$ cat src/common/secded_pkg.sv
// SECDED package with codeword geometry and the outcome enum, shared by the RTL and the testbench
package secded_pkg;

    // ------------------------------------------------------------------------
    // Decode outcome
    // ------------------------------------------------------------------------

    // Error class reported with every decoded word
    // One code per decode outcome
    typedef enum logic [1:0] {
        ERR_NONE             = 2'd0,
        ERR_SINGLE_CORRECTED = 2'd1,
        ERR_OVERALL_BIT      = 2'd2,
        ERR_DOUBLE           = 2'd3
    } err_class_e;

    // ------------------------------------------------------------------------
    // Codeword geometry
    // ------------------------------------------------------------------------

    // Number of Hamming check bits for a data width
    // Smallest p such that 2^p covers data, check bits and the zero syndrome
    function automatic int parity_bits(input int width);
        int p;
        p = 1;
        // Grow p until every position plus "no error" has its own code
        while ((2 ** p) < (width + p + 1)) begin
            p = p + 1;
        end
        return p;
    endfunction

    // Full codeword length
    // Data bits, Hamming check bits and one overall parity bit on top
    function automatic int total_width(input int width);
        int p;
        p = parity_bits(width);
        return width + p + 1;
    endfunction

    // Codeword index holding data bit k
    // Positions count from 1 and live at index position - 1
    // Power-of-two positions belong to the check bits and are skipped
    function automatic int data_index(input int width, input int k);
        int pos;
        int seen;
        int limit;
        pos   = 0;
        seen  = -1;
        // Last position below the overall parity bit
        limit = total_width(width) - 1;
        while ((seen < k) && (pos < limit)) begin
            pos = pos + 1;
            // Non power of two means this position carries data
            if ((pos & (pos - 1)) != 0) begin
                seen = seen + 1;
            end
        end
        return pos - 1;
    endfunction

    // Example for width 4
    //   index  7   6   5   4   3   2   1   0
    //   bit    P   D3  D2  D1  C2  D0  C1  C0
    // Here P is the overall parity, Cn the check bit at position 2^n

endpackage : secded_pkg

$ cat src/decoder/secded_syndrome_check.sv
// Combinational SECDED checker that forms the syndrome and parity mismatch for the corrector
`timescale 1ns/10ps

module secded_syndrome_check #(
    // Data width carried by the codeword
    parameter int WIDTH = 16
) (
    // Received codeword with the overall parity bit in the MSB
    input  logic [secded_pkg::total_width(WIDTH)-1:0] codeword,
    // Hamming syndrome that is zero when all check groups agree
    output logic [secded_pkg::parity_bits(WIDTH)-1:0] syndrome,
    // Overall parity disagrees with the stored MSB
    output logic                                       overall_mismatch
);

    // ------------------------------------------------------------------------
    // Geometry
    // ------------------------------------------------------------------------

    // Number of check bits, also the syndrome width
    localparam int SYN_W = secded_pkg::parity_bits(WIDTH);
    // Codeword length including the overall parity bit
    localparam int CW_W  = secded_pkg::total_width(WIDTH);

    // ------------------------------------------------------------------------
    // Coverage masks
    // ------------------------------------------------------------------------

    // Set of codeword indices covered by check bit number check
    // A position is covered when bit check of its position number is set
    // The overall parity bit at the MSB is never part of a Hamming group
    // The check bit's own position is included, so the XOR yields the
    // syndrome bit directly instead of a recomputed parity
    function automatic logic [CW_W-1:0] cover_mask(input int check);
        logic [CW_W-1:0] mask;
        int              j;
        mask = '0;
        for (j = 0; j < CW_W - 1; j++) begin
            // Position number is index plus one
            if ((((j + 1) >> check) & 1) != 0) begin
                mask[j] = 1'b1;
            end
        end
        return mask;
    endfunction

    // ------------------------------------------------------------------------
    // Syndrome trees
    // ------------------------------------------------------------------------

    // One XOR reduction per check bit
    // Masks are constants, so each tree only sees its covered bits
    for (genvar i = 0; i < SYN_W; i++) begin : g_syn
        // Coverage of check bit i, fixed at elaboration
        localparam logic [CW_W-1:0] MASK = cover_mask(i);

        // Odd count of ones in the group flags that group
        assign syndrome[i] = ^(codeword & MASK);
    end

    // Syndrome value read as a number is the failing position
    // e.g. syndrome 5 points at position 5 and so index 4

    // ------------------------------------------------------------------------
    // Overall parity
    // ------------------------------------------------------------------------

    // Parity recomputed over everything below the MSB
    logic lower_parity;

    assign lower_parity = ^codeword[CW_W-2:0];

    // Mismatch means an odd number of flipped bits
    // Match with a non-zero syndrome means an even number, at least two
    assign overall_mismatch = lower_parity ^ codeword[CW_W-1];

endmodule : secded_syndrome_check

$ cat src/decoder/secded_corrector.sv
// SECDED output stage that classifies, corrects one bit and registers data and flags
`timescale 1ns/10ps

module secded_corrector #(
    // Data width carried by the codeword
    parameter int WIDTH = 16
) (
    input  logic                                       clk,
    input  logic                                       rst_n,
    // Level enable that holds the outputs while low
    input  logic                                       enable,
    // Received codeword as the checker sees it
    input  logic [secded_pkg::total_width(WIDTH)-1:0] codeword,
    // Checker results for that codeword
    input  logic [secded_pkg::parity_bits(WIDTH)-1:0] syndrome,
    input  logic                                       overall_mismatch,
    // Corrected data one cycle after the sample edge
    output logic [WIDTH-1:0]                           data,
    // Any error seen whether corrected or not
    output logic                                       error_detected,
    // Uncorrectable double error
    output logic                                       double_error_detected,
    // Outcome class of the registered word
    output secded_pkg::err_class_e                     err_class
);

    // ------------------------------------------------------------------------
    // Geometry
    // ------------------------------------------------------------------------

    localparam int SYN_W = secded_pkg::parity_bits(WIDTH);
    localparam int CW_W  = secded_pkg::total_width(WIDTH);

    // ------------------------------------------------------------------------
    // Classification
    // ------------------------------------------------------------------------

    // Any Hamming group failed
    logic                   syn_nonzero;
    // Outcome of the word presented this cycle
    secded_pkg::err_class_e class_next;
    // Flags derived from the class
    logic                   err_next;
    logic                   dbl_next;

    assign syn_nonzero = |syndrome;

    // Decode table
    //   syndrome  mismatch  class
    //   zero      low       none
    //   zero      high      overall parity bit hit
    //   nonzero   high      single error, correctable
    //   nonzero   low       double error
    always_comb begin
        case ({syn_nonzero, overall_mismatch})
            2'b00:   class_next = secded_pkg::ERR_NONE;
            2'b01:   class_next = secded_pkg::ERR_OVERALL_BIT;
            2'b11:   class_next = secded_pkg::ERR_SINGLE_CORRECTED;
            default: class_next = secded_pkg::ERR_DOUBLE;
        endcase
    end

    // Every class but none raises the error flag
    assign err_next = (class_next != secded_pkg::ERR_NONE);
    // Only the even-count case is uncorrectable
    assign dbl_next = (class_next == secded_pkg::ERR_DOUBLE);

    // ------------------------------------------------------------------------
    // Correction mask
    // ------------------------------------------------------------------------

    // One-hot mask of the bit to invert, empty unless single-corrected
    logic [CW_W-1:0] flip_mask;

    // Syndrome names the position and the index is one lower
    // Positions past the Hamming part can only come from 3+ errors
    // and leave the mask empty
    always_comb begin
        flip_mask = '0;
        for (int j = 0; j < CW_W - 1; j++) begin
            flip_mask[j] = (class_next == secded_pkg::ERR_SINGLE_CORRECTED) &&
                           (syndrome == SYN_W'(j + 1));
        end
    end

    // ------------------------------------------------------------------------
    // Output register
    // ------------------------------------------------------------------------

    // Corrected codeword that the data is picked from
    logic [CW_W-1:0] cw_q;

    always_ff @(posedge clk or negedge rst_n) begin
        if (!rst_n) begin
            cw_q                  <= '0;
            error_detected        <= 1'b0;
            double_error_detected <= 1'b0;
            err_class             <= secded_pkg::ERR_NONE;
        end else if (enable) begin
            // Flip the faulty bit on the way in
            cw_q                  <= codeword ^ flip_mask;
            error_detected        <= err_next;
            double_error_detected <= dbl_next;
            err_class             <= class_next;
        end
    end

    // ------------------------------------------------------------------------
    // Data extraction
    // ------------------------------------------------------------------------

    // Data bits sit at the non power of two positions
    // Pure wiring from the register with no logic after the flops
    for (genvar k = 0; k < WIDTH; k++) begin : g_data
        assign data[k] = cw_q[secded_pkg::data_index(WIDTH, k)];
    end

endmodule : secded_corrector

$ cat src/source/secded_decoder.sv
// SECDED decoder top level to instantiate, one word per cycle with one cycle of latency
`timescale 1ns/10ps

module secded_decoder #(
    // Data width from 4 to 128
    parameter int WIDTH = 16
) (
    input  logic                                       clk,
    input  logic                                       rst_n,
    // Level sensitive sample strobe
    input  logic                                       enable,
    // Encoded word with overall parity in the MSB
    input  logic [secded_pkg::total_width(WIDTH)-1:0] codeword,
    // Corrected data
    output logic [WIDTH-1:0]                           data,
    output logic                                       error_detected,
    output logic                                       double_error_detected,
    // Outcome class
    output secded_pkg::err_class_e                     err_class
);

    // Syndrome width from the data width
    localparam int SYN_W = secded_pkg::parity_bits(WIDTH);

    // ------------------------------------------------------------------------
    // Checker to corrector
    // ------------------------------------------------------------------------

    // Combinational check results for the current codeword
    logic [SYN_W-1:0] syndrome;
    logic             overall_mismatch;

    // Stateless parity evaluation
    secded_syndrome_check #(
        .WIDTH (WIDTH)
    ) u_check (
        .codeword         (codeword),
        .syndrome         (syndrome),
        .overall_mismatch (overall_mismatch)
    );

    // Classification, correction and the output register
    // Same codeword goes straight in so it lines up with the check
    secded_corrector #(
        .WIDTH (WIDTH)
    ) u_correct (
        .clk                   (clk),
        .rst_n                 (rst_n),
        .enable                (enable),
        .codeword              (codeword),
        .syndrome              (syndrome),
        .overall_mismatch      (overall_mismatch),
        .data                  (data),
        .error_detected        (error_detected),
        .double_error_detected (double_error_detected),
        .err_class             (err_class)
    );

endmodule : secded_decoder

$ cat config.mk
export PLATFORM = sky130hd
export DESIGN_NAME = secded_decoder
export DESIGN_NICKNAME = d
export VERILOG_FILES = /design/src/common/secded_pkg.sv /design/src/decoder/secded_syndrome_check.sv /design/src/decoder/secded_corrector.sv /design/src/source/secded_decoder.sv
export SDC_FILE = /design/constraint.sdc
export NUM_CORES = 1
export LEC_CHECK = 0
export BUFFER_PORTS_ARGS = -buffer_cell sky130_fd_sc_hd__clkbuf_2
export CORE_ASPECT_RATIO = 1.5
export CORE_MARGIN = 2
export CORE_UTILIZATION = 50
export CTS_CLUSTER_SIZE = 25
export DETAILED_ROUTE_END_ITERATION = 10
export PLACE_DENSITY = 0.78
export SYNTH_ARGS = -nofsm -noshare
export SYNTH_HDL_FRONTEND = slang
export SYNTH_SLANG_ARGS = --single-unit
$ cat constraint.sdc
create_clock -name clk -period 0.82 [get_ports clk]
set_input_delay 0.041 -clock clk [delete_from_list [all_inputs] [get_ports clk]]
set_output_delay 0.041 -clock clk [all_outputs]
set_load 0.005 [all_outputs]
---- Yosys cells after proc, flatten, opt, wreduce, memory -nomap -nowiden ----
Cells that the tools add are included.
W data, S select, Z words.
operators by class
  eq/ne operators ......................... 25
  bitwise gates (word level) .............. 2
  shifts and indexed selects .............. 0
  divide/modulo/power cells ............... 0
  multipliers ............................. 0
  order comparisons ....................... 0
  $add $sub $neg .......................... 0
  reductions and logical operators ........ 30
  multiplexer cells ....................... 1
operators by type and width
  cell                  number
  $reduce_xor A22 Y1    5
  $eq A5 B4 Y1 const B  8
  $eq A5 B5 Y1 const B  6
  $logic_and A1 B1 Y1   21
  $reduce_xor A21 Y1    1
  $xor A21 B21 Y21      1
  $eq A5 B3 Y1 const B  4
  $eq A5 B2 Y1 const B  2
  $pmux W2 S3           1
  $eq A5 B1 Y1 const B  1
  $reduce_or A5 Y1      1
  $eq A2 B1 Y1 const B  2
  $eq A2 B2 Y1 const B  2
  $logic_not A2 Y1      1
  $reduce_bool A2 Y1    1
  $xor A1 B1 Y1         1
storage, ports and cells
  bits in latches ......................... 0
  register bits ........................... 25
  memory bits (writable) .................. 0
  bits in read-only memories .............. 0
  memories ................................ 0

---- Depth between registers and ports, before layout ----
  depth in word-level cells ............... 7
  mapped depth ............................ 11

---- Modules after synthesis ----
Synthesis repeated with hierarchy kept, for this count alone.
unflattened totals
  cells, all modules ...................... 152
  area total of the unflattened synthesis .. 1,445.1 sq um
modules (own cells, without submodules)
  module                 times used  area each (sq um)  cells each  seq. area each (sq um)
  secded_corrector       1           1,066.0            116         500.5
  secded_syndrome_check  1           379.1              36          0.0

---- Least setup slack after synthesis ----
OpenSTA, ideal clock, no wires.
  kind .................................... input-to-reg
  start ................................... input codeword[19] (netlist name)
  end ..................................... register u_correct.cw_q[10]
  stages on the path ...................... 10
  arrival ................................. 2.283 ns
  setup time .............................. 0.136 ns
  data required time ...................... 0.684 ns
  path slack .............................. -1.599 ns
  path buffers ............................ 1
  path through ............................ xnor2_1 xnor3_1 xor2_1 xor2_1 ha_1 or3b_1 buf_2 or2_0 o211ai_1 o311ai_1
between the ends
  cells in the longest elaborated chain, start to end .. 7
  elaborated cells between the ends (all ways) .. 13
  those cells by class .................... eq/ne: 4; mux: 1; bitwise: 2; reduce/logical: 6
ends and longest elaborated chain
  element                                                          RTL line                                                  RTL
  start: declaration                                               secded_decoder.sv:13                                      input logic [secded_pkg::total_width(WIDTH)-1:0] codeword,
  $reduce_xor A22 Y1 / $reduce_xor A21 Y1 (equally long branches)  secded_syndrome_check.sv:58, secded_syndrome_check.sv:71
  $reduce_or A5 Y1 / $xor A1 B1 Y1 (equally long branches)         secded_corrector.sv:46, secded_syndrome_check.sv:75
  $eq A2 B2 Y1, or another cell as far along                       secded_corrector.sv:55                                    case ({syn_nonzero, overall_mismatch})
  $pmux W2 S3                                                      secded_corrector.sv:55
  $eq A2 B1 Y1                                                     secded_corrector.sv:81                                    flip_mask[j] = (class_next == secded_pkg::ERR_SINGLE_CORRECTED) &&
  $logic_and A1 B1 Y1 *                                            secded_corrector.sv:81
  $xor A21 B21 Y21 *                                               secded_corrector.sv:101                                   cw_q <= codeword ^ flip_mask;
  end signal: assignment                                           secded_corrector.sv:101
  end: declaration                                                 secded_corrector.sv:91                                    logic [CW_W-1:0] cw_q;
Mark *: on every way between the ends. The rest lies on a longest branch, timed or not.
A chain may end at the register's enable or synchronous reset.

---- Worst setup path after layout ----
  start ................................... input codeword[20] (netlist name)
  end ..................................... register u_correct.cw_q[5]
Same word-level chain as after synthesis.

==> impl_metrics.tcl <==
set metrics [dict create \
    startpoint_type "input pin" \
    ff_latch_area_um2 500 \
    dpl_cell_area_mm2 0.00229 \
    final_cell_mix "54 x buf_4, 34 x clkbuf_2, 20 x dfrtp_1" \
    nNetsFinal 285 \
    clk_pin_slew_ps 80 \
    worstPathRequired_ps 1020 \
    rsz0062_at_grt "true" \
    maxSlewHeadroom_pct 61.6 \
    maxCapViolCount 0 \
    antenna_cells 0 \
    cp.arrival_ps 2530 \
    gp_congestion 0.858 \
    pre_cts_slack_ps -1810 \
    maxSlewViolCount 0 \
    grt_usage_pct 30.3 \
    synth_area_mm2 0.00156 \
    die-area_mm2 0.00358 \
    max_freq_mhz 428 \
    critPathKind "in -> reg" \
    synth_area_leaders "dfrtp_1 32%, xnor2_1 15%, xnor3_1 8.7%, a211oi_1 4.3%, nor2_1 3.6%" \
    io_buffers 44 \
    fin_tns_setup_ps -27880 \
    ys_ff_latch 20 \
    coreArea_mm2 0.00294 \
    initial_utilization_pct 52.8 \
    grt_start_max_net_pins 25 \
    outcome "finished, violations left" \
    ir_worst_vdd_mv 2.33 \
    synth-seq-area-share_pct 32.2 \
    wire_per_inst_um 24.7 \
    drtIter0Drc 99 \
    cp_num_buf_inv 2 \
    p_leak_uw 0.00123 \
    final_area_mm2 0.00275 \
    syn2layout_area_growth_pct 76.7 \
    hold_violations 0 \
    die_x_um 49.5 \
    yosysTopAreaCell "dfrtp_1" \
    cts_buffers 3 \
    syn-num-nets 180 \
    grt_pass1_wl_um 8110 \
    dp_hpwl_um 3490 \
    crit_family "simple AND/OR/NAND/NOR gates" \
    drc 0 \
    row_count 24 \
    yosys_warnings 0 \
    fillers 103 \
    final.min_clock_period_ps 2340 \
    syn_area_per_cell_um2 10.2 \
    cp_max_fo 6 \
    cpPeakStageDelay_ps 460 \
    first_pass_iters 4 \
    fin_hold_ws_ps 117 \
    final_antenna_net_count 0 \
    cts_tree "yes" \
    grt_pass1_vias 1716 \
    p_per_area_mw_per_mm2 2590 \
    routed_via_density 6.26 \
    grt_overflow 0 \
    dr_total_vias 1847 \
    routed_wl_um 7290 \
    hold_path_class "in -> reg" \
    clkSinkCount 20 \
    clockBufferDepth 2 \
    tightest_slew_ps 575 \
    syn-instance-count 152 \
    die_y_um 72.3 \
    cts.htree.levels 1 \
    crit_slowest_cell "or3_1" \
    final.setup.worst_slack_ps -1520 \
    layout_commonest_cell "buf_4" \
    grt_antenna_before_repair 0 \
    drive_above_1_share_pct 60.5 \
    cts.root.buffer_cell "clkbuf_8" \
    violations "setup timing" \
    yosys.cell_types.count 32 \
    multi_input_area_mm2 0.00134 \
    layout_worst_path_cycle_share_pct 285 \
    insertion_delay_ps 270 \
    synth_top_area_share_pct 32.2 \
    crit_chain "clkbuf_2 -> xnor2_1 -> xnor3_2 -> or3b_4 -> nand2_4 -> nand3_4 -> ha_4 -> buf_6 -> and2_4 -> nand3b_1 -> or3_1 -> a31oi_1" \
    io_pins 45 \
    crit_path_end_kind "register" \
    setup_viol 36 \
    skew_ps 0 \
]
## kinds of logic (layout without fill, tap and decap cells)
kind of cell / count (synthesis) / in the layout / share of synthesized area (%)
and+or+nand+nor: 44 / 44 / 15.8
xor gates and xnor gates: 41 / 41 / 31.4
AOI/OAI and AO/OA: 33 / 33 / 14.2
DFF: 20 / 20 / 32.2
buffers and inverters: 8 / 112 / 2.01
adders and majority gates: 3 / 3 / 2.41
muxes: 3 / 3 / 2.09
## through the flow
step / utilization [%] / cells / power, µW
after floorplan: - / 152 / 3250
after detailed placement: 77.7 / 274 / 4620
after CTS: 86.1 / 286 / 6260
final: 93.4 / 295 / 7130
after global routing: 93.4 / 295 / 7320
after global placement: 77.7 / 274 / 4470
## worst paths after layout
kind | startpoint | to | slack, ps | cells after the start
setup / recovery | codeword[20] | u_correct.cw_q[5]$_DFFE_PN0P_ | -1520 | 12
hold / removal | codeword[8] | u_correct.cw_q[8]$_DFFE_PN0P_ | 120 | 3
setup reg to reg | u_correct.cw_q[20]$_DFFE_PN0P_ | u_correct.cw_q[20]$_DFFE_PN0P_ | -40 | 3
hold reg to reg | u_correct.err_class[1]$_DFFE_PN0P_ | u_correct.err_class[1]$_DFFE_PN0P_ | 520 | 1
max in group asynchronous | rst_n | u_correct.cw_q[10]$_DFFE_PN0P_ | 110 | 2
min in group asynchronous | rst_n | u_correct.cw_q[9]$_DFFE_PN0P_ | 330 | 2
## Yosys cell counts
cell type,n
nand3_1,5
nor2_1,15
o21ai_0,2
or3_1,3
or4b_1,1
xor3_2,1
xor2_1,5
or2_0,1
a21oi_1,10
xor2_2,1
clkbuf_1,4
a31oi_1,2
nand2b_1,7
o311ai_1,4
xor3_1,1
a211oi_1,9
nor2b_1,1
mux2_2,2
o211ai_1,5
inv_1,3
ha_1,3
nand2_1,1
xnor2_2,1
nand3b_1,4
or3b_1,3
a22oi_1,1
buf_2,1
xnor2_1,26
mux2i_1,1
dfrtp_1,20
and2_1,3
xnor3_1,6
## sequential cells by signal (all words and copies together) (netlist names)
signal	flops
u_correct.error_detected	1
u_correct.double_error_detected	1
u_correct.cw_q	16
u_correct.err_class	2
## layout make-up
type,count,share of cell area [%]
clock buffer,4,2.00
inverter,3,0.410
tap,39,1.78
multi-input combinational,124,48.9
timing repair buffer,105,28.7
sequential,20,18.2
## timing repair
item,CTS,global route
endpoints found under the hold margin,20,0
setup endpoints to repair,22,39
setup buffers,7,9
resized for setup,28,33
hold buffers,1,0
pin swaps,29,30
## power breakdown
group | switching [µW] | internal, µW | total (µW)
Sequential | 132 | 1180 | 1310
Combinational | 2470 | 2540 | 5020
Clock | 370 | 429 | 799
Total | 2980 | 4150 | 7130
## per-layer routing
metal	vias to the layer above	track usage, %	share of wire [%]	routed length (µm)
li1	746	-	-	-
met1	898	31.7	33	2420
met2	146	57.8	52	3780
met3	57	2.88	6.9	503
met4	0	17.0	8.0	585
met5	-	0	0	0
## worst min-delay path: stages
cell	delay, ps
buf_6	90
xnor2_1	130
a21oi_1	80
No activity file was read; power rests on OpenSTA's default activity.
